## config.mk

```make
export PLATFORM = sky130hd
export DESIGN_NAME = mmu
export DESIGN_NICKNAME = d
export VERILOG_FILES = /design/src/verilog/mem_pkg.sv /design/src/verilog/mmu.sv
export VERILOG_INCLUDE_DIRS = /design/src /design/src/include
export SDC_FILE = /design/constraint.sdc
export NUM_CORES = 1
export LEC_CHECK = 0
export BUFFER_PORTS_ARGS = -buffer_cell sky130_fd_sc_hd__buf_4
export CAP_MARGIN = 15
export CORE_AREA = 4 4 113 115
export CTS_CLUSTER_SIZE = 12
export DETAILED_ROUTE_END_ITERATION = 6
export DIE_AREA = 0 0 117 119
export PLACE_DENSITY_LB_ADDON = 0.08
export SLEW_MARGIN = 0
export SYNTH_ARGS = -nofsm -noshare
export SYNTH_HDL_FRONTEND = slang
export SYNTH_SLANG_ARGS = --single-unit
```

## constraint.sdc

```tcl
create_clock -name clk -period 5 [get_ports clk]
set_clock_uncertainty 0.15 [all_clocks]
set_input_delay 1 -clock clk [delete_from_list [all_inputs] [get_ports clk]]
set_output_delay 1 -clock clk [all_outputs]
set_load 0.01 [all_outputs]
```

## src/include/mem_config.svh

```systemverilog
`ifndef MEM_CONFIG_SVH
`define MEM_CONFIG_SVH

// Bus widths
`define MEM_ADDR_W 32
`define MEM_DATA_W 32

// L1D line count with one word per line
`define CACHE_LINES 16

// Backing RAM size in words
`define RAM_DEPTH 256

// Address map
`define PERIPH_SEL_BIT 31      // Set bit selects the peripherals
`define PERIPH_BTN_OFS 0
`define PERIPH_DUTY_OFS 4
`define PERIPH_PERIOD_OFS 8

// PWM counter width
`define PWM_W 8

`endif
```

## src/verilog/mem_pkg.sv

```systemverilog
`include "mem_config.svh"

package mem_pkg;

    // Byte address on the core side
    typedef logic [`MEM_ADDR_W-1:0] addr_t;

    // One data word
    typedef logic [`MEM_DATA_W-1:0] word_t;

    // Address bits above line index and word offset
    typedef logic [`MEM_ADDR_W-$clog2(`CACHE_LINES)-3:0] tag_t;

    // PWM count, duty and period
    typedef logic [`PWM_W-1:0] pwm_t;

    // L1D controller states
    typedef enum logic [2:0] {
        IDLE,
        LOOKUP,
        FETCH,
        FILL,
        WRITE
    } cache_state_t;

endpackage

```

## src/verilog/mmu.sv

```systemverilog
`timescale 1ns/1ps
`include "mem_config.svh"

module mmu (
    input  logic           clk,
    input  logic           rst,
    input  mem_pkg::addr_t c_address,
    input  mem_pkg::word_t c_data_in,
    input  logic           c_write_enable,
    input  logic           c_read_enable,
    output logic           c_data_ready,
    output mem_pkg::word_t c_data_out,
    output mem_pkg::addr_t m_address,
    output mem_pkg::word_t m_data_in,
    output logic           m_write_enable,
    output logic           m_read_enable,
    input  logic           m_data_ready,
    input  mem_pkg::word_t m_data_out,
    output mem_pkg::addr_t p_address,
    output mem_pkg::word_t p_data_in,
    output logic           p_write_enable,
    output logic           p_read_enable,
    input  logic           p_data_ready,
    input  mem_pkg::word_t p_data_out
);
    import mem_pkg::*;

    logic busy;                 // Request open and waiting for its reply
    logic owner_periph;
    logic sel_periph;
    logic c_request;

    assign c_request  = c_write_enable || c_read_enable;
    assign sel_periph = busy ? owner_periph : c_address[`PERIPH_SEL_BIT];

    // Latch the target when a request opens
    always_ff @(posedge clk) begin
        if (rst) begin
            busy         <= 1'b0;
            owner_periph <= 1'b0;
        end else if (c_data_ready) begin
            busy <= 1'b0;
        end else if (c_request && !busy) begin
            busy         <= 1'b1;
            owner_periph <= c_address[`PERIPH_SEL_BIT];
        end
    end

    assign m_address      = c_address;
    assign m_data_in      = c_data_in;
    assign m_write_enable = c_write_enable && !sel_periph;
    assign m_read_enable  = c_read_enable && !sel_periph;

    assign p_data_in      = c_data_in;
    assign p_write_enable = c_write_enable && sel_periph;
    assign p_read_enable  = c_read_enable && sel_periph;

    always_comb begin
        p_address                  = c_address;
        p_address[`PERIPH_SEL_BIT] = 1'b0;     // Offset inside the peripheral block
    end

    assign c_data_ready = sel_periph ? p_data_ready : m_data_ready;
    assign c_data_out   = sel_periph ? p_data_out : m_data_out;

    // Only the side that owns the request may be active and reply
    assert property (@(posedge clk) disable iff (rst)
        !(sel_periph ? m_data_ready : p_data_ready))
        else $error("reply from the side that does not own the request");

endmodule

```

==> results.py <==
metrics = {
    "synthesis": {
        "avgSynthCellArea_um2": 8.41,
        "synthAdderAreaFrac": 0,
        "ys_seq_area_frac": 0.0264,
        "ys_ff_latch": 2,
        "synth-xor-area-share": 0,
        "synth_compound_area_frac": 0.00331,
        "synthMuxAreaShare": 0.265,
        "ys_top_cells_by_area": "buf_4, mux2_2, dfxtp_1",
        "synth_top_area_share": 0.635,
        "synth_cell_type_count": 16,
        "synth_top_cell_by_area": "buf_4",
        "mappedNetlistArea_mm2": 0.00151,
        "synth_cells": 180,
        "synth_top_family_by_area": "buffers and inverters",
        "synth_simple_gate_area_share": 0.0455,
        "yosys_warnings": 0,
        "syn_nets": 314,
    },
    "clock_network": {
        "post_cts_buffers": 0,
        "clkTransAtPathRegs_ns": 0.03,
        "cts_num_sinks": 2,
        "post_cts_resized": 0,
        "worstSkewPairLatency_ns": 0.22,
        "cts_tree": "built",
        "cts_inserted_buffers": 3,
        "cts_buffer_depth": 2,
        "hold_buffers": 0,
        "cts_root_buf": "clkbuf_16",
        "htree_levels": 1,
    },
    "floorplan": {
        "floorplan.initialDensity": 0.128,
        "ioPinCount": 299,
        "coreArea_mm2": 0.0118,
        "rows": 40,
        "die_area_mm2": 0.0139,
        "die_h_um": 119,
        "fp.dieW_um": 117,
    },
    "timing": {
        "report.final.slew_viol_count": 0,
        "tns_ns": 0,
        "finalSetupViolations": 0,
        "rsz0062_at_grt": "false",
        "fin_ws_ns": 1.58,
        "min_period_ns": 3.42,
        "fmax_mhz": 292,
        "fin_crit_sh": 0.684,
        "tightest_slew_ns": 0.513,
        "timing.slew.headroom": 0.658,
        "hold_viol_final": 0,
    },
    "power_and_ir_drop": {
        "p_sw_w": 0.0000727,
        "max-vdd-ir-drop_uv": 66.7,
        "clock_power_share": 0.406,
        "p_int_w": 0.000218,
        "sw_frac_of_total": 0.250,
        "leakage_nw": 0.750,
        "powerDensity_mw_per_mm2": 182,
        "p_seq_frac": 0.066,
        "p_comb_frac": 0.528,
    },
    "worst_setup_path": {
        "crit_buf_inv": 3,
        "path_depth": 5,
        "end_kind": "primary output",
        "worstRegToRegCells": 4,
        "cp_max_fo": 37,
        "crit_path_start_kind": "input port",
        "cp_data_arrival_time_ns": 2.27,
        "critPathMaxStageDelay_ns": 0.45,
        "crit_family": "buffers and inverters",
        "critical_path.cell_chain": "buf_4 > mux2i_4 > buf_4 > mux2_2 > buf_4",
        "worstPathRequired_ns": 3.85,
        "r2r_start": "busy",
        "critPathSlowestCell": "buf_4",
        "critical-path-top-cell-by-count": "buf_4",
        "setup.worst_path.start": "c_address[31]",
        "critPathKind": "input port to primary output",
    },
    "detailed_routing": {
        "drt_wl_total_um": 4000,
        "drt_iter0_markers": 9,
        "wl_met3_um": 618,
        "met1_length_um": 1100,
        "drc_errors": 0,
        "viasPerCell": 3.14,
        "wl_met2_um": 1830,
        "wl_per_cell_um": 13.0,
        "ant_nets": 0,
        "dr.pass1.iters": 3,
        "num_vias": 968,
        "top_layer_used": "met4",
    },
    "run_status": {
        "status": "completed",
    },
    "place": {
        "post-place-ws_ns": 1.54,
        "portBuffers": 108,
        "place_inst": 305,
        "gp_congestion": 0.644,
        "dpl.hpwl_um": 3410,
    },
    "global_routing": {
        "overflow": 0,
        "antenna_found_initial": 0,
        "grt_max_degree": 38,
        "grt_usage": 0.0487,
        "grt_pass1_wl_um": 5220,
        "grt_pass1_vias": 1047,
    },
    "hold_path": {
        "min_delay_path_depth": 2,
        "hold_path.class": "flip-flop to flip-flop",
        "hold_path_startpoint": "owner_periph",
    },
    "cells_and_area": {
        "nFillCells": 1367,
        "area_growth_pct": 5.45,
        "finalNonFillerCells": 308,
        "diodes": 0,
        "drive_gt1_frac": 0.919,
        "nets": 297,
        "final_util": 0.135,
    },
    "run": {
        "maxCapViolCount": 0,
    },
}
-- power by group through the flow --
stage                     sequential, W  clock, W  combinational (W)
after floorplan               0.0000190         0           0.000173
after global placement        0.0000195         0           0.000159
after detailed placement      0.0000193         0           0.000157
after CTS                     0.0000191  0.000121           0.000157
after global routing          0.0000193  0.000121           0.000166
final                         0.0000191  0.000118           0.000154
-- layout make-up --
class | instances | area [um^2] | share of cell area
repair buffers | 109 | 818 | 0.513
clock buffers | 3 | 75.1 | 0.0470
flip-flops and latches | 2 | 40.0 | 0.0251
well taps | 147 | 184 | 0.115
multi-input cells | 47 | 479 | 0.300
-- registers in the layout, summed over array words and instances, names as in the netlist --
| signal | cells |
|---|---|
| owner_periph | 1 |
| busy | 1 |
-- through the flow --
step / power, W / cell area, um^2 / hold slack [ns]
after CTS: 0.000297 / 1600 / 0.417
after global routing: 0.000306 / 1600 / 0.481
after detailed placement: 0.000176 / 1520 / 0.417
final: 0.000291 / 1600 / 0.413
after floorplan: 0.000192 / 1510 / 0.383
after global placement: 0.000179 / 1520 / 0.414
-- synthesized netlist by cell type, drive strengths merged --
cell type and instances:
buf 131, dfxtp 2, mux2i 1, nor4b 1, and2 2, nor3 2
nor4 1, a21oi 1, or2 1, mux2 33, nor2b 2, conb 1
nor2 2
-- cells by family (layout without fill, tap and decap cells) --
group / Yosys count / count (layout)
compound gates: 1 / 1
buf+inv: 131 / 112
flops: 2 / 2
mux: 34 / 34
other cells: 1 / 1
simple gates: 11 / 11
-- placed cells by master, fill, tap and decap left out --
cell | Yosys | routed
nor3_2 | 1 | 1
a21oi_1 | 1 | 1
conb_1 | 1 | 1
or2_2 | 1 | 1
buf_4 | 128 | 109
and2_1 | 2 | 2
clkbuf_16 | 0 | 3
nor2b_1 | 2 | 2
nor4b_1 | 1 | 1
dfxtp_1 | 2 | 2
nor2_1 | 2 | 2
mux2_4 | 2 | 2
mux2i_4 | 1 | 1
mux2_2 | 31 | 31
nor3_1 | 1 | 1
nor4_1 | 1 | 1
-- final timing paths --
kind / slack [ns] / to
setup / recovery: 1.58 / c_data_out[21]
hold / removal: 0.41 / owner_periph
setup reg to reg: 3.13 / busy
hold reg to reg: 0.41 / owner_periph
-- metal layers --
metal | global-route usage | vias to the layer above
li1 | - | 411
met1 | 0.0386 | 403
met2 | 0.0836 | 109
met3 | 0.0163 | 45
met4 | 0.0566 | 0
met5 | 0 | -
-- worst register-to-register path: cells and delay by family, from the launching register on --
family,cells,cell delay [ns]
and+or+nand+nor,1,0.14
buffers and inverters,1,0.46
DFF,1,0.44
muxes,2,0.62
Note: power is estimated with default switching activity, not from simulation.
