[src/include/mem_config.svh]
`ifndef MEM_CONFIG_SVH
`define MEM_CONFIG_SVH

// Bus widths
`define MEM_ADDR_W 32
`define MEM_DATA_W 32

// L1D line count with one word per line
`define CACHE_LINES 16

// Backing RAM size in words
`define RAM_DEPTH 256

// Address map
`define PERIPH_SEL_BIT 31      // Set bit selects the peripherals
`define PERIPH_BTN_OFS 0
`define PERIPH_DUTY_OFS 4
`define PERIPH_PERIOD_OFS 8

// PWM counter width
`define PWM_W 8

`endif
[src/verilog/mem_pkg.sv]
`include "mem_config.svh"

package mem_pkg;

    // Byte address on the core side
    typedef logic [`MEM_ADDR_W-1:0] addr_t;

    // One data word
    typedef logic [`MEM_DATA_W-1:0] word_t;

    // Address bits above line index and word offset
    typedef logic [`MEM_ADDR_W-$clog2(`CACHE_LINES)-3:0] tag_t;

    // PWM count, duty and period
    typedef logic [`PWM_W-1:0] pwm_t;

    // L1D controller states
    typedef enum logic [2:0] {
        IDLE,
        LOOKUP,
        FETCH,
        FILL,
        WRITE
    } cache_state_t;

endpackage

[src/verilog/peripheral_manager.sv]
`timescale 1ns/1ps
`include "mem_config.svh"

module peripheral_manager (
    input  logic           clk,
    input  logic           rst,
    input  mem_pkg::addr_t addr,
    input  mem_pkg::word_t data_in,
    input  logic           write_enable,
    input  logic           read_enable,
    input  logic           btn1,
    input  logic           btn2,
    output mem_pkg::word_t data_out,
    output logic           data_ready,
    output logic           pwm1_out
);
    import mem_pkg::*;

    logic [1:0] btn_meta;
    logic [1:0] btn_sync;       // btn2 in bit 1, btn1 in bit 0
    pwm_t duty_q;
    pwm_t period_q;
    logic accept;

    // Ignores the request still held in the cycle of the reply
    assign accept = (write_enable || read_enable) && !data_ready;

    // Two-flop synchronizers for the buttons
    always_ff @(posedge clk) begin
        if (rst) begin
            btn_meta <= '0;
            btn_sync <= '0;
        end else begin
            btn_meta <= {btn2, btn1};
            btn_sync <= btn_meta;
        end
    end

    always_ff @(posedge clk) begin
        if (rst) begin
            duty_q     <= '0;
            period_q   <= '0;
            data_ready <= 1'b0;
        end else begin
            data_ready <= accept;
            if (accept && write_enable) begin
                case (addr)
                    addr_t'(`PERIPH_DUTY_OFS):   duty_q   <= data_in[`PWM_W-1:0];
                    addr_t'(`PERIPH_PERIOD_OFS): period_q <= data_in[`PWM_W-1:0];
                    default: ;      // Button register is read-only
                endcase
            end
        end
    end

    always_ff @(posedge clk) begin
        if (accept && read_enable) begin
            case (addr)
                addr_t'(`PERIPH_BTN_OFS):    data_out <= word_t'(btn_sync);
                addr_t'(`PERIPH_DUTY_OFS):   data_out <= word_t'(duty_q);
                addr_t'(`PERIPH_PERIOD_OFS): data_out <= word_t'(period_q);
                default:                     data_out <= '0;
            endcase
        end
    end

    pwm_timer pwm_timer_i (
        .clk    (clk),
        .rst    (rst),
        .duty   (duty_q),
        .period (period_q),
        .pwm    (pwm1_out)
    );

endmodule

[src/verilog/pwm_timer.sv]
`timescale 1ns/1ps

module pwm_timer (
    input  logic          clk,
    input  logic          rst,
    input  mem_pkg::pwm_t duty,
    input  mem_pkg::pwm_t period,
    output logic          pwm
);
    import mem_pkg::*;

    pwm_t count;

    // Runs 0..period, so one PWM period is period+1 cycles
    always_ff @(posedge clk) begin
        if (rst) begin
            count <= '0;
        end else if (count >= period) begin
            count <= '0;
        end else begin
            count <= count + 1'b1;
        end
    end

    // Duty above period keeps the output high
    always_ff @(posedge clk) begin
        if (rst) begin
            pwm <= 1'b0;
        end else begin
            pwm <= (count < duty);
        end
    end

endmodule

[config.mk]
export PLATFORM = sky130hd
export DESIGN_NAME = peripheral_manager
export DESIGN_NICKNAME = d
export VERILOG_FILES = /design/src/verilog/mem_pkg.sv /design/src/verilog/peripheral_manager.sv /design/src/verilog/pwm_timer.sv
export VERILOG_INCLUDE_DIRS = /design/src /design/src/include
export SDC_FILE = /design/constraint.sdc
export NUM_CORES = 1
export LEC_CHECK = 0
export BUFFER_PORTS_ARGS = -buffer_cell sky130_fd_sc_hd__buf_2
export CAP_MARGIN = 20
export CORE_UTILIZATION = 49
export CTS_BUF_LIST = sky130_fd_sc_hd__clkbuf_16
export DETAILED_ROUTE_END_ITERATION = 8
export GPL_ROUTABILITY_DRIVEN = 0
export PLACE_DENSITY = 0.88
export SKIP_LAST_GASP = 1
export SYNTH_ARGS = -nofsm -noshare
export SYNTH_HDL_FRONTEND = slang
export SYNTH_SLANG_ARGS = --single-unit
export TNS_END_PERCENT = 50
[constraint.sdc]
create_clock -name clk -period 5.2 [get_ports clk]
set_input_delay 0.26 -clock clk [delete_from_list [all_inputs] [get_ports clk]]
set_output_delay 0.26 -clock clk [all_outputs]
set_load 0.005 [all_outputs]
==> metrics.cfg <==
[worst_setup_path]
required_time_worst_endpoint_ns=5.41
setup.reg_to_reg.worst_slack_ns=2.99
start_kind=register
crit_type=register to register
worst_r2r_startpoint=pwm_timer_i.count[0]
cpPeakStageDelay_ns=0.55
cp_cell_sequence=inv_1 > ha_1 > nand2b_1 > a21o_1 > a2111oi_0 > o31ai_1 > nor2_1
critical_path.max_fanout=8
cp-startpoint=pwm_timer_i.count[0]
crit_end=pwm_timer_i.count[6]
worst_setup_path_end_kind=register
rr_endpoint=pwm_timer_i.count[6]
reg2reg_depth=7
timing.critical_path.slowest_stage_cell=sky130_fd_sc_hd__a2111oi_0
cp.arrival_ns=2.42

[pwr]
internal_power_uw=497.7
p_sw_share_pct=21.00
comb_power_share_pct=6.7
power.ir.vdd_worst_mv=0.1836
p_leak_uw=0.001056
powerDensity_mw_per_mm2=254.6
power.sequential.fraction_pct=48.8
net-switching-power_uw=132.3
clock_power_share_pct=44.5

[logic_synthesis]
synth_warnings=0
post_synth_instance_area_mm2=0.002113
netlist.area_leader.share_pct=28.42
synthArstFlopShare_pct=0
synth_area_per_cell_um2=9.784
number_of_enable_flip_flop_cells_after_synthesis=8
synth_flop_cell=sky130_fd_sc_hd__dfxtp_1
yosys.area.top_type=sky130_fd_sc_hd__dfxtp_1
netlist_instances=216
synth.ff_latch_count=38
synthTopCellsByArea=sky130_fd_sc_hd__dfxtp_1, sky130_fd_sc_hd__edfxtp_1, sky130_fd_sc_hd__ha_1, sky130_fd_sc_hd__mux2i_1, sky130_fd_sc_hd__buf_4
synth-seq-area-share_pct=39.79
post_synth_num_cell_types=34

[clocking]
post_cts_hold_buffer_count=0
ctsResizeCount=0
cts-buffers-inserted=5
cts.reportedPaths.clkPinSlew_ns=0.05
ctsHtreeMaxLevel=2
clock_tree_from_tritoncts=built
cts.sink_count=38
post-cts-setup-buffer-count=0
clk_root_buffer_cell=sky130_fd_sc_hd__clkbuf_16
clk_path_buf_depth=2
worstSkewPairLatency_ns=0.28

[sta]
timing.final.crit_share_pct=42.50
final_slew_viol_count=0
post-route-min-period_ns=2.210
timing.setup.tns_ns=0
setup_viol_count_final=0
timing.slew.headroom_pct=39.75
hold_violations=0
max_freq_mhz=452.4
tightest_slew_ns=0.8961
grt_setup_unrepaired=no
final.hold.worst_slack_ns=0.1964
finalClockSkew_ns=0.004851

[floorplanning]
die_x_um=67.67
die_height_um=67.67
design.core.area_mm2=0.004058
io-pin-count=104
die-area_mm2=0.004579
starting_density_of_the_core_pct=52.08
row_count=23

[global_routing]
antenna_found_initial=0
grtUsageTotal_pct=21.26
grt_max_degree=24
grt_overflow=0
via_count_of_the_first_global_routing_pass=1605
grt_pass1_wl_mm=7.079

[routing]
antenna_left=0
wl_mm=4.088
vias=1608
wire_per_inst_um=12.66
detail_route.drc_violations=0
drt-pass1-iter-count=4
vias_per_cell=4.978
detail_route.iter0.violations=93

[cells_and_area]
synthToLayoutAreaGrowth_pct=17.11
design.final.nets=358
mostFrequentLayoutCell=sky130_fd_sc_hd__buf_2
final_cell_mix=sky130_fd_sc_hd__buf_2, sky130_fd_sc_hd__nor2_1, sky130_fd_sc_hd__dfxtp_1, sky130_fd_sc_hd__conb_1, sky130_fd_sc_hd__mux2i_1
drive_gt1_share_pct=26.37
layout.cells.non_filler=323
num_antenna_cells=0

[hold_path]
min_path_type=input port to register

[run]
drv.max_cap_violation_count=0

[outcome]
outcome=finished, final reports clean

[place]
dp.cells=315
port_buffers=55
hpwl_dp_mm=3.137

through the flow:
| stage | utilization (%) | area (um^2) | power [uW] | worst slack, ns |
|---|---|---|---|---|
| 2_1_floorplan | - | 2200 | 342.7 | 3.437 |
| 3_3_place_gp | 57.60 | 2337 | 354.4 | 3.097 |
| 3_5_place_dp | 57.60 | 2337 | 355.8 | 3.081 |
| 4_1_cts | 60.99 | 2475 | 639.5 | 3.055 |
| 5_1_grt | 60.99 | 2475 | 661.7 | 2.831 |
| 6_report | 60.99 | 2475 | 630.1 | 2.990 |
cell usage after synthesis (3+ instances only):
cell and n:
sky130_fd_sc_hd__a21oi_1 3, sky130_fd_sc_hd__a21o_1 4, sky130_fd_sc_hd__nand3_1 6, sky130_fd_sc_hd__xor2_1 5, sky130_fd_sc_hd__inv_1 16, sky130_fd_sc_hd__ha_1 16, sky130_fd_sc_hd__mux2i_1 18, sky130_fd_sc_hd__edfxtp_1 8
sky130_fd_sc_hd__clkbuf_1 4, sky130_fd_sc_hd__buf_4 24, sky130_fd_sc_hd__nor4_2 6, sky130_fd_sc_hd__a22oi_1 6, sky130_fd_sc_hd__nor2_1 36, sky130_fd_sc_hd__dfxtp_1 30, sky130_fd_sc_hd__nor2b_1 8
cell type report:
type | count | area [um^2]
clock buffer | 5 | 125.1
clock inverter | 3 | 12.51
fill | 349 | 1583
inverter | 16 | 60.06
multi-input combinational | 156 | 1099
sequential | 38 | 840.8
tap | 50 | 62.56
timing repair buffer | 55 | 275.3
power groups by stage:
| stage | registers [uW] | clock network (uW) | logic, uW |
|---|---|---|---|
| 3_3_place_gp | 314 | 0 | 40.8 |
| 4_1_cts | 308 | 290 | 42.2 |
| 2_1_floorplan | 314 | 0 | 28.5 |
| 3_5_place_dp | 314 | 0 | 42.0 |
| 6_report | 308 | 281 | 41.9 |
| 5_1_grt | 308 | 306 | 48.0 |
how the worst min path moves through the flow:
| stage | slack (ns) | from | depth (start not counted) | endpoint |
|---|---|---|---|---|
| 2_1_floorplan | 0.33 | rst | 1 | btn_sync[1] |
| 3_3_place_gp | 0.42 | btn_meta[0] | 1 | btn_sync[0] |
| 3_5_place_dp | 0.43 | btn_meta[0] | 1 | btn_sync[0] |
| 4_1_cts | 0.19 | btn2 | 2 | btn_meta[1] |
| 5_1_grt | 0.21 | btn1 | 2 | btn_meta[0] |
| 6_report | 0.20 | btn2 | 2 | btn_meta[1] |
state kept, by name, summed over array words and instances (netlist names):
register / flops
period_q: 8
pwm_timer_i.count: 8
btn_sync: 2
data_out: 8
btn_meta: 2
duty_q: 8
pwm_timer_i.pwm: 1
data_ready: 1
layer usage:
metal	wire length [um]	vias to the layer above	track usage, %
met4	49	0	10.37
met3	259	5	6.250
met2	2063	65	35.52
met1	1715	731	24.53
met5	0	-	0
li1	-	807	-
cell families (layout without fill, tap and decap cells):
| kind of cell | Yosys count | count (layout) | synth area share [%] |
|---|---|---|---|
| other | 1 | 24 | 0.1774 |
| adders and majority gates | 16 | 16 | 9.473 |
| xor gates and xnor gates | 6 | 6 | 2.487 |
| buffers and inverters | 45 | 79 | 12.31 |
| and+or+nand+nor | 71 | 71 | 20.07 |
| DFF | 38 | 38 | 39.79 |
| muxes | 18 | 18 | 8.526 |
| AOI/OAI and AO/OA | 21 | 21 | 7.164 |
critical path, delay by kind of cell, from the launching register on:
kind,cells,cell delay (ns)
DFF,1,0.44
AOI/OAI and AO/OA,3,1.04
buffers and inverters,1,0.07
and+or+nand+nor,2,0.32
adders and majority gates,1,0.26
(Power assumes the default switching activity.)
