### src/include/mem_config.svh
`ifndef MEM_CONFIG_SVH
`define MEM_CONFIG_SVH

// Bus widths
`define MEM_ADDR_W 32
`define MEM_DATA_W 32

// L1D line count with one word per line
`define CACHE_LINES 16

// Backing RAM size in words
`define RAM_DEPTH 256

// Address map
`define PERIPH_SEL_BIT 31      // Set bit selects the peripherals
`define PERIPH_BTN_OFS 0
`define PERIPH_DUTY_OFS 4
`define PERIPH_PERIOD_OFS 8

// PWM counter width
`define PWM_W 8

`endif
### src/verilog/mem_pkg.sv
`include "mem_config.svh"

package mem_pkg;

    // Byte address on the core side
    typedef logic [`MEM_ADDR_W-1:0] addr_t;

    // One data word
    typedef logic [`MEM_DATA_W-1:0] word_t;

    // Address bits above line index and word offset
    typedef logic [`MEM_ADDR_W-$clog2(`CACHE_LINES)-3:0] tag_t;

    // PWM count, duty and period
    typedef logic [`PWM_W-1:0] pwm_t;

    // L1D controller states
    typedef enum logic [2:0] {
        IDLE,
        LOOKUP,
        FETCH,
        FILL,
        WRITE
    } cache_state_t;

endpackage

### src/verilog/cache_ctrl.sv
`timescale 1ns/1ps
`include "mem_config.svh"

module cache_ctrl (
    input  logic           clk,
    input  logic           rst,
    input  mem_pkg::addr_t address,
    input  mem_pkg::word_t data_in,
    input  logic           write_enable,
    input  logic           read_enable,
    output logic           data_ready,
    output mem_pkg::word_t data_out,
    output mem_pkg::addr_t fetch_address,
    output mem_pkg::word_t fetch_write_data,
    output logic           fetch_write_enable,
    input  mem_pkg::word_t fetch_read_data
);
    import mem_pkg::*;

    localparam int IDX_W = $clog2(`CACHE_LINES);

    cache_state_t state;

    // Tag and data arrays with one word per line
    word_t line_data [`CACHE_LINES];
    tag_t  line_tag  [`CACHE_LINES];
    logic [`CACHE_LINES-1:0] line_valid;

    logic [IDX_W-1:0] index;
    tag_t tag;
    logic hit;
    logic request;

    assign index   = address[IDX_W+1:2];
    assign tag     = address[`MEM_ADDR_W-1:IDX_W+2];
    assign hit     = line_valid[index] && (line_tag[index] == tag);
    assign request = write_enable || read_enable;

    // Core holds the request, so the RAM side can follow it directly
    assign fetch_address    = address;
    assign fetch_write_data = data_in;

    always_ff @(posedge clk) begin
        if (rst) begin
            state              <= IDLE;
            data_ready         <= 1'b0;
            fetch_write_enable <= 1'b0;
            line_valid         <= '0;
        end else begin
            data_ready <= 1'b0;
            case (state)
                IDLE: begin
                    // Skip the cycle in which the last reply is still up
                    if (request && !data_ready) begin
                        state <= LOOKUP;
                    end
                end
                LOOKUP: begin
                    if (write_enable) begin
                        fetch_write_enable <= 1'b1;     // Write-through on a hit or a miss
                        state              <= WRITE;
                    end else if (hit) begin
                        data_ready <= 1'b1;
                        state      <= IDLE;
                    end else begin
                        state <= FETCH;
                    end
                end
                FETCH: state <= FILL;                   // RAM read in flight
                FILL: begin
                    line_valid[index] <= 1'b1;
                    data_ready        <= 1'b1;
                    state             <= IDLE;
                end
                WRITE: begin
                    fetch_write_enable <= 1'b0;
                    data_ready         <= 1'b1;
                    state              <= IDLE;
                end
                default: state <= IDLE;
            endcase
        end
    end

    // Line contents and reply data
    always_ff @(posedge clk) begin
        case (state)
            LOOKUP: begin
                if (!write_enable && hit) begin
                    data_out <= line_data[index];
                end
            end
            FILL: begin
                line_data[index] <= fetch_read_data;
                line_tag[index]  <= tag;
                data_out         <= fetch_read_data;
            end
            WRITE: begin
                // No allocate on a write miss
                if (hit) begin
                    line_data[index] <= data_in;
                end
            end
            default: ;
        endcase
    end

    assert property (@(posedge clk) disable iff (rst) data_ready |=> !data_ready)
        else $error("cache data_ready held for more than one cycle");

    assert property (@(posedge clk) disable iff (rst) fetch_write_enable |-> state == WRITE)
        else $error("RAM write outside the WRITE state");

endmodule

### config.mk
export PLATFORM = sky130hd
export DESIGN_NAME = cache_ctrl
export DESIGN_NICKNAME = d
export VERILOG_FILES = /design/src/verilog/mem_pkg.sv /design/src/verilog/cache_ctrl.sv
export VERILOG_INCLUDE_DIRS = /design/src /design/src/include
export SDC_FILE = /design/constraint.sdc
export NUM_CORES = 1
export LEC_CHECK = 0
export CAP_MARGIN = 40
export CORE_UTILIZATION = 30
export CTS_CLUSTER_DIAMETER = 100
export DETAILED_ROUTE_END_ITERATION = 7
export DONT_BUFFER_PORTS = 1
export GPL_ROUTABILITY_DRIVEN = 0
export PLACE_DENSITY = 0.53
export SYNTH_ARGS = -nofsm -noshare
export SYNTH_HDL_FRONTEND = slang
export SYNTH_SLANG_ARGS = --single-unit
### constraint.sdc
create_clock -name clk -period 5.5 [get_ports clk]
set_input_delay 0.55 -clock clk [delete_from_list [all_inputs] [get_ports clk]]
set_output_delay 0.55 -clock clk [all_outputs]
set_load 0.02 [all_outputs]
==> results of run 1 <==
==> sequential cells by signal (all words and copies together), names as in the netlist <==
signal,cells
line_data,512
line_valid,16
data_out,32
state,3
line_tag,416
data_ready,1
fetch_write_enable,1
==> worst min path at each step <==
stage | end | slack [ns]
after floorplan | line_valid[14] | 0.44
after global placement | line_valid[13] | 0.44
after detailed placement | line_valid[1] | 0.45
after CTS | data_out[3] | 0.001
after global routing | data_ready | 0.02
final | data_out[5] | 0.06
==> metrics by stage <==
stage	util (%)	cell area (µm²)
final	34.8	45000
after global routing	34.8	45000
after CTS	34.8	45000
after detailed placement	31.9	41300
after global placement	31.8	41200
after floorplan	-	39200
==> layout by cell type (no fill, tap or decap), types with 7 or more instances in the layout <==
master | Yosys | final
a22o_1 | 7 | 7
a22oi_1 | 11 | 11
xnor2_1 | 30 | 30
mux4_2 | 237 | 237
inv_1 | 7 | 7
mux2_2 | 50 | 50
edfxtp_1 | 960 | 960
clkinv_2 | 0 | 19
mux2i_1 | 78 | 78
nor3_2 | 0 | 7
nor2_1 | 29 | 20
clkbuf_16 | 0 | 100
nor3_1 | 20 | 13
dfxtp_1 | 21 | 21
o21a_1 | 21 | 21
buf_4 | 77 | 32
bufinv_16 | 0 | 9
dlygate4sd3_1 | 0 | 56
o22ai_1 | 11 | 11
nor2b_1 | 10 | 10
clkinv_1 | 1 | 20
nor2_4 | 0 | 9
nand2_1 | 126 | 125
clkbuf_1 | 36 | 21
a21oi_4 | 0 | 9
buf_12 | 0 | 16
==> power groups by stage <==
stage	logic, mW	clock network [mW]	registers [mW]
after global routing	0.660	7.01	8.24
after global placement	0.534	0	8.40
final	0.614	6.59	8.24
after CTS	0.619	6.76	8.24
after floorplan	0.566	0	8.39
after detailed placement	0.543	0	8.40
==> layout make-up <==
type	count	share of cell area [%]
clock buffer	123	5.80
tap	1742	4.84
inverter	9	0.0751
clock inverter	57	1.24
timing repair buffer	105	2.55
sequential	981	65.0
antenna	1	0.00556
multi-input combinational	743	20.5
==> kinds of logic after synthesis <==
| group | Yosys count | synth area share [%] |
|---|---|---|
| multiplexers | 370 | 17.2 |
| buffers and inverters | 166 | 2.55 |
| flip-flops | 981 | 74.7 |
| AO/OA/AOI/OAI | 120 | 2.30 |
| XOR/XNOR | 31 | 0.693 |
| AND/OR/NAND/NOR | 222 | 2.53 |
==> critical path, cell delays in order (launching register included) <==
cell and delay (ns):
edfxtp_1 0.37, mux4_2 0.50, mux4_2 0.48, xnor2_1 0.41, nand3_1 0.15, a2111oi_0 0.44, nand4_1 0.30, buf_12 0.33
a2111oi_4 0.46, buf_12 0.35
==> layer usage <==
| layer | wire, µm | global-route usage (%) | vias to the layer above |
|---|---|---|---|
| met1 | 40500 | 19.0 | 10000 |
| met3 | 5410 | 3.21 | 143 |
| met5 | 0 | 0 | - |
| li1 | - | - | 7853 |
| met4 | 1950 | 3.34 | 0 |
| met2 | 47100 | 24.3 | 578 |
==> metrics.csv, run 1 <==
stage;metric;value;unit
floorplan;die height;363;µm
placement;IO buf count;0;
detailed_routing;post-route DRC violation count;0;
setup_path;beginning of the critical path;line_tag[15][17];
timing;final hold vios;0;
floorplan;Die Area;0.132;mm²
clocking;Setup Buffers After CTS;0;
clocking;post-cts resize count;0;
job;max cap viols;0;
min_path;Hold Crit Start;fetch_read_data[5];
setup_path;Worst Setup EP;line_data[12][10];
final_layout;filler instances;12100;
synthesis;Post-synth top flop;edfxtp_1;
timing;Max-slew headroom;34.2;%
final_layout;flip-flop and latch area;0.0292;mm²
clocking;register clock-pin slew on the reported worst setup and hold paths;0.06;ns
setup_path;crit path DAT;4.52;ns
setup_path;Req. time, crit path;5.84;ns
power_and_ir_drop;VDD IR max;0.333;mV
clocking;hold_buf cts;56;
setup_path;Worst Path Max Fanout;48;
synthesis;largest cells by area after synthesis;edfxtp_1 (74%), mux4_2 (14%), mux2i_1 (2.0%);
timing;achievable frequency;240;MHz
detailed_routing;vias per cell;4.94;
synthesis;Post-synth EDFFs;960;
global_route;GR Overflow Total;0;
synthesis;Cell variety after synth;62;
synthesis;cell with the most instances after synthesis;edfxtp_1;
timing;Fin Hold WS;0.0629;ns
timing;post-route setup TNS;0;ns
synthesis;Seq/Total Area, Yosys;74.7;%
setup_path;crit end category;flip-flop;
timing;Worst-Margin Slew;0.987;ns
synthesis;Syn Inst Count;1890;
clocking;CTS max path bufs;3;
setup_path;Critical R2R Capture;line_data[12][10];
synthesis;top cells by count, synth;edfxtp_1 (960), mux4_2 (237), nand2_1 (126);
power_and_ir_drop;Clk pwr share;42.7;%
power_and_ir_drop;PwrDens;343;mW/mm²
clocking;CTS HTree Levels;3;
floorplan;Placeable Area;0.129;mm²
min_path;Tightest Hold Check Type;input pin to flip-flop;
timing;clk_skew;0.0255;ns
synthesis;share of the synthesized area in the top cell type;73.6;%
global_route;vias in the first global route;19900;
floorplan;Initial Util;30.2;%
final_layout;Layout area overhead;14.9;%
power_and_ir_drop;sw power;3.13;mW
floorplan;Ports;198;
floorplan;Site Rows;132;
synthesis;cell area after synthesis;0.0392;mm²
synthesis;Yosys warnings;0;
synthesis;post-synth net total;1990;
placement;Place WS;1.04;ns
clocking;Worst-Skew Late Latency;0.68;ns
setup_path;reg2reg setup slack;1.33;ns
final_layout;Finished Layout Cells;3761;
synthesis;Yosys reg bits;981;
global_route;Total GRT Usage;14.5;%
synthesis;Post-synth ARST share;0;%
power_and_ir_drop;Leak Pwr;13.9;nW
min_path;Hold Path Cell Cnt;2;
detailed_routing;DRT Wirelength;95000;µm
detailed_routing;initial drt markers;1673;
global_route;initial antenna violation count;4;
outcome;status;finished, final reports clean;
placement;Post-Place Cells;3524;
final_layout;Layout Nets;2038;
timing;unrepaired setup endpoints after global routing;no;
power_and_ir_drop;cell-internal power;12.3;mW
placement;dpl hpwl;49500;µm
detailed_routing;Routed WL per cell;25.3;µm
setup_path;WS Path Type;flip-flop to flip-flop;
final_layout;Multi-input gate area;0.00923;mm²
floorplan;die width;363;µm
final_layout;layout cells sized above 1;25.9;%
detailed_routing;DRT Pass-1 Iters;5;
clocking;CTS tree;done;
setup_path;R2R depth;9;
detailed_routing;Antenna Nets Post-Route;0;
detailed_routing;via count;18600;
global_route;largest net degree at the start of global routing;273;
setup_path;Worst R2R Start;line_tag[15][17];
timing;final setup vio count;0;
synthesis;Post-Syn Area per Cell;20.7;µm²
power_and_ir_drop;Comb power frac;4.0;%
setup_path;Startpoint Class;flip-flop;
timing;Final WS setup;1.33;ns
timing;post-route minimum period;4.17;ns
clocking;clk sinks;981;
clocking;Clock Root Buffer;clkbuf_16;
power_and_ir_drop;Sw Ratio;20.3;%
synthesis;largest area contributor in the netlist;edfxtp_1;
timing;Final Max Slew Viols;0;
global_route;first-pass GRT wire length;138000;µm
power_and_ir_drop;Total Power;15.4;mW
clocking;CTS Buf Count;98;
power_and_ir_drop;Sequential Power Share;53.3;%
timing;fin crit share;75.9;%
No activity file was read; power rests on OpenSTA's default activity.
==> run 2, diff against run 1 <==
PLACE_DENSITY = 0.52   (was 0.53)
clock period = 3.9 ns   (was 5.5 ns; I/O delays follow)
==> metrics.csv, run 2 (synthesis results as in run 1) <==
stage;metric;value;unit;change
outcome;status;finished, final reports clean;;unchanged
min_path;Tightest Hold Check Type;input pin to flip-flop;;unchanged
timing;Final Max Slew Viols;0;;unchanged
final_layout;Top reg by flops;line_data;;unchanged
global_route;GR Overflow Total;0;;unchanged
clocking;Setup Buffers After CTS;0;;unchanged
setup_path;crit path buf inv count;4;;was 2
final_layout;Regs by FF count;line_data: 512 flops, line_tag: 416 flops, data_out: 32 flops;;unchanged
setup_path;WS Path Type;flip-flop to flip-flop;;unchanged
job;max cap viols;0;;unchanged
timing;final setup vio count;0;;unchanged
final_layout;Final Util;35.2;%;was 34.8%
floorplan;die height;363;µm;unchanged
setup_path;Top delay family on crit path;compound AO/OA/AOI/OAI gates;;was multiplexers
detailed_routing;via count;18700;;was 18.6k
setup_path;Largest stage delay, worst path;0.45;ns;was 0.50 ns
clocking;CTS HTree Levels;3;;unchanged
setup_path;Most common cell on crit path;buf_4;;
floorplan;Site Rows;132;;unchanged
setup_path;Worst Path Max Fanout;9;;was 48
power_and_ir_drop;Total Power;22.1;mW;was 15.4 mW
global_route;vias in the first global route;19600;;was 19.9k
timing;Max-slew headroom;19.7;%;was 34.2%
final_layout;Layout area overhead;16.5;%;was 14.9%
placement;dpl hpwl;54800;µm;was 49,500 µm
floorplan;Initial Util;30.2;%;unchanged
clocking;Clock Root Buffer;clkbuf_16;;unchanged
timing;post-route minimum period;3.80;ns;was 4.17 ns
setup_path;slowest library cell on the worst path;o22ai_1;;was mux4_2
setup_path;crit path DAT;4.18;ns;was 4.52 ns
global_route;Total GRT Usage;15.0;%;was 14.5%
placement;Place WS;-0.176;ns;was 1.04 ns
setup_path;Startpoint Class;flip-flop;;unchanged
timing;fin crit share;97.5;%;was 75.9%
global_route;initial antenna violation count;12;;was 4
floorplan;Ports;198;;unchanged
detailed_routing;DRT Wirelength;98900;µm;was 95,000 µm
min_path;Hold Crit Start;fetch_read_data[26];;was fetch_read_data[5]
setup_path;crit-path cells;mux2_2 -> o22ai_1 -> nor3_1 -> nor4b_1 -> buf_4 -> a32oi_1 -> buf_4 -> a2111oi_2 -> nand4_1 -> buf_4 -> a2111oi_4 -> buf_4;;was mux4_2 -> mux4_2 -> xnor2_1 -> nand3_1 -> a2111oi_0 -> nand4_1 -> buf_12 -> a2111oi_4 -> buf_12
min_path;Hold Path Cell Cnt;1;;was 2
timing;unrepaired setup endpoints after global routing;no;;unchanged
clocking;Worst-Skew Late Latency;0.69;ns;was 0.68 ns
detailed_routing;Antenna Nets Post-Route;0;;unchanged
final_layout;layout cells sized above 1;27.1;%;was 25.9%
floorplan;Die Area;0.132;mm²;unchanged
setup_path;R2R depth;12;;was 9
final_layout;most common cell after layout, fill and taps aside;edfxtp_1;;unchanged
clocking;CTS max path bufs;3;;unchanged
detailed_routing;post-route DRC violation count;0;;unchanged
timing;clk_skew;0.0364;ns;was 0.0255 ns
detailed_routing;initial drt markers;1713;;was 1,673
floorplan;die width;363;µm;unchanged
setup_path;Req. time, crit path;4.27;ns;was 5.84 ns
detailed_routing;vias per cell;4.90;;was 4.94
clocking;clk sinks;981;;unchanged
setup_path;Critical R2R Capture;line_data[12][4];;was line_data[12][10]
power_and_ir_drop;PwrDens;483;mW/mm²;was 343 mW/mm²
detailed_routing;DRT Pass-1 Iters;5;;unchanged
timing;Final WS setup;0.0961;ns;was 1.33 ns
timing;final hold vios;0;;unchanged
min_path;Hold EP;line_data[13][26];;was data_out[5]
global_route;first-pass GRT wire length;142000;µm;was 138,000 µm
final_layout;Largest register FFs;512;;unchanged
setup_path;crit end category;flip-flop;;unchanged
placement;IO buf count;0;;unchanged
power_and_ir_drop;VDD IR max;0.350;mV;was 0.333 mV
power_and_ir_drop;Leak Pwr;14.2;nW;was 13.9 nW
final_layout;Layout Nets;2076;;was 2,038
setup_path;reg2reg setup slack;0.1;ns;was 1.33 ns
floorplan;Placeable Area;0.129;mm²;unchanged
final_layout;most frequent cells in the layout;edfxtp_1 (960), mux4_2 (237), nand2_1 (125), clkbuf_16 (101), mux2i_1 (78);;was edfxtp_1 (960), mux4_2 (237), nand2_1 (125), clkbuf_16 (100), mux2i_1 (78)
detailed_routing;Routed WL per cell;25.9;µm;was 25.3 µm
timing;achievable frequency;263;MHz;was 240 MHz
clocking;CTS Buf Count;99;;was 98
global_route;largest net degree at the start of global routing;273;;unchanged
setup_path;Worst R2R Start;line_tag[8][6];;was line_tag[15][17]
timing;Worst-Margin Slew;1.20;ns;was 0.987 ns
clocking;register clock-pin slew on the reported worst setup and hold paths;0.07;ns;was 0.06 ns
clocking;CTS tree;done;;unchanged
==> run 2: changes by cell type in the layout (fill, tap and decap cells not counted), moves of 4 or more <==
cell | previous run | this run
buf_12 | 16 | 31
clkbuf_8 | 2 | 6
clkinv_1 | 20 | 15
clkinv_2 | 19 | 15
buf_4 | 32 | 48
clkbuf_1 | 21 | 33
diode_2 | 1 | 10
dlygate4sd3_1 | 56 | 61
==> run 2: worst max path at each step <==
stage	start	endpoint	slack, ns	depth (start not counted)
after floorplan	address[3]	line_tag[14][0]	-0.53	9
after global placement	address[2]	line_data[12][18]	-0.24	10
after detailed placement	address[2]	line_data[12][2]	-0.18	10
after CTS	line_tag[14][13]	line_data[12][4]	0.02	10
after global routing	line_tag[8][6]	line_data[12][4]	0.007	12
final	line_tag[8][6]	line_data[12][4]	0.1	12
==> run 2: report_power, final <==
| group | total [mW] | leakage (nW) | internal (mW) | switching (mW) |
|---|---|---|---|---|
| logic | 0.918 | 3.84 | 0.463 | 0.455 |
| registers | 11.6 | 8.80 | 11.6 | 0.0219 |
| clock network | 9.52 | 1.58 | 5.45 | 4.07 |
==> run 2: worst reg2reg max path: cells and delay by family (launching register included) <==
family | cells | cell delay (ns)
AOI/OAI and AO/OA | 4 | 1.13
DFF | 1 | 0.38
muxes | 1 | 0.28
buffers and inverters | 4 | 0.95
and+or+nand+nor | 3 | 0.75
==> run 2: repair_timing <==
| action | in CTS | in global routing |
|---|---|---|
| resized for setup | 0 | 3 |
| endpoints found under the setup margin | 0 | 186 |
| hold endpoints to repair | 453 | 0 |
| hold buffers | 61 | 0 |
==> run 2: per-stage QoR <==
step                cell area (µm²)  setup TNS (ns)  std cells  hold slack, ns
floorplan                     39400          -92.13       1890           0.435
global placement              41700         -155.83       3554           0.441
detailed placement            41700          -89.92       3556           0.453
CTS                           45600               0       3804         0.00673
global route                  45600               0       3811          0.0332
finish                        45600               0       3814          0.0573
==> run 2: final cells by class <==
type,instances,area [µm²]
fillers,12000,83800
flip-flops and latches,981,29200
multi-input cells,743,9270
clock buffers,140,2730
well taps,1742,2180
repair buffers,142,1650
clock inverters,47,509
inverters,9,33.8
diodes,10,25.0
==> run 2: per-layer routing <==
| layer | track usage (%) | vias up | share of wire (%) |
|---|---|---|---|
| met4 | 4.05 | 6 | 2.1 |
| li1 | - | 7932 | - |
| met2 | 24.8 | 557 | 49 |
| met1 | 19.6 | 10100 | 42 |
| met5 | 0 | - | 0.041 |
| met3 | 3.50 | 139 | 6.2 |
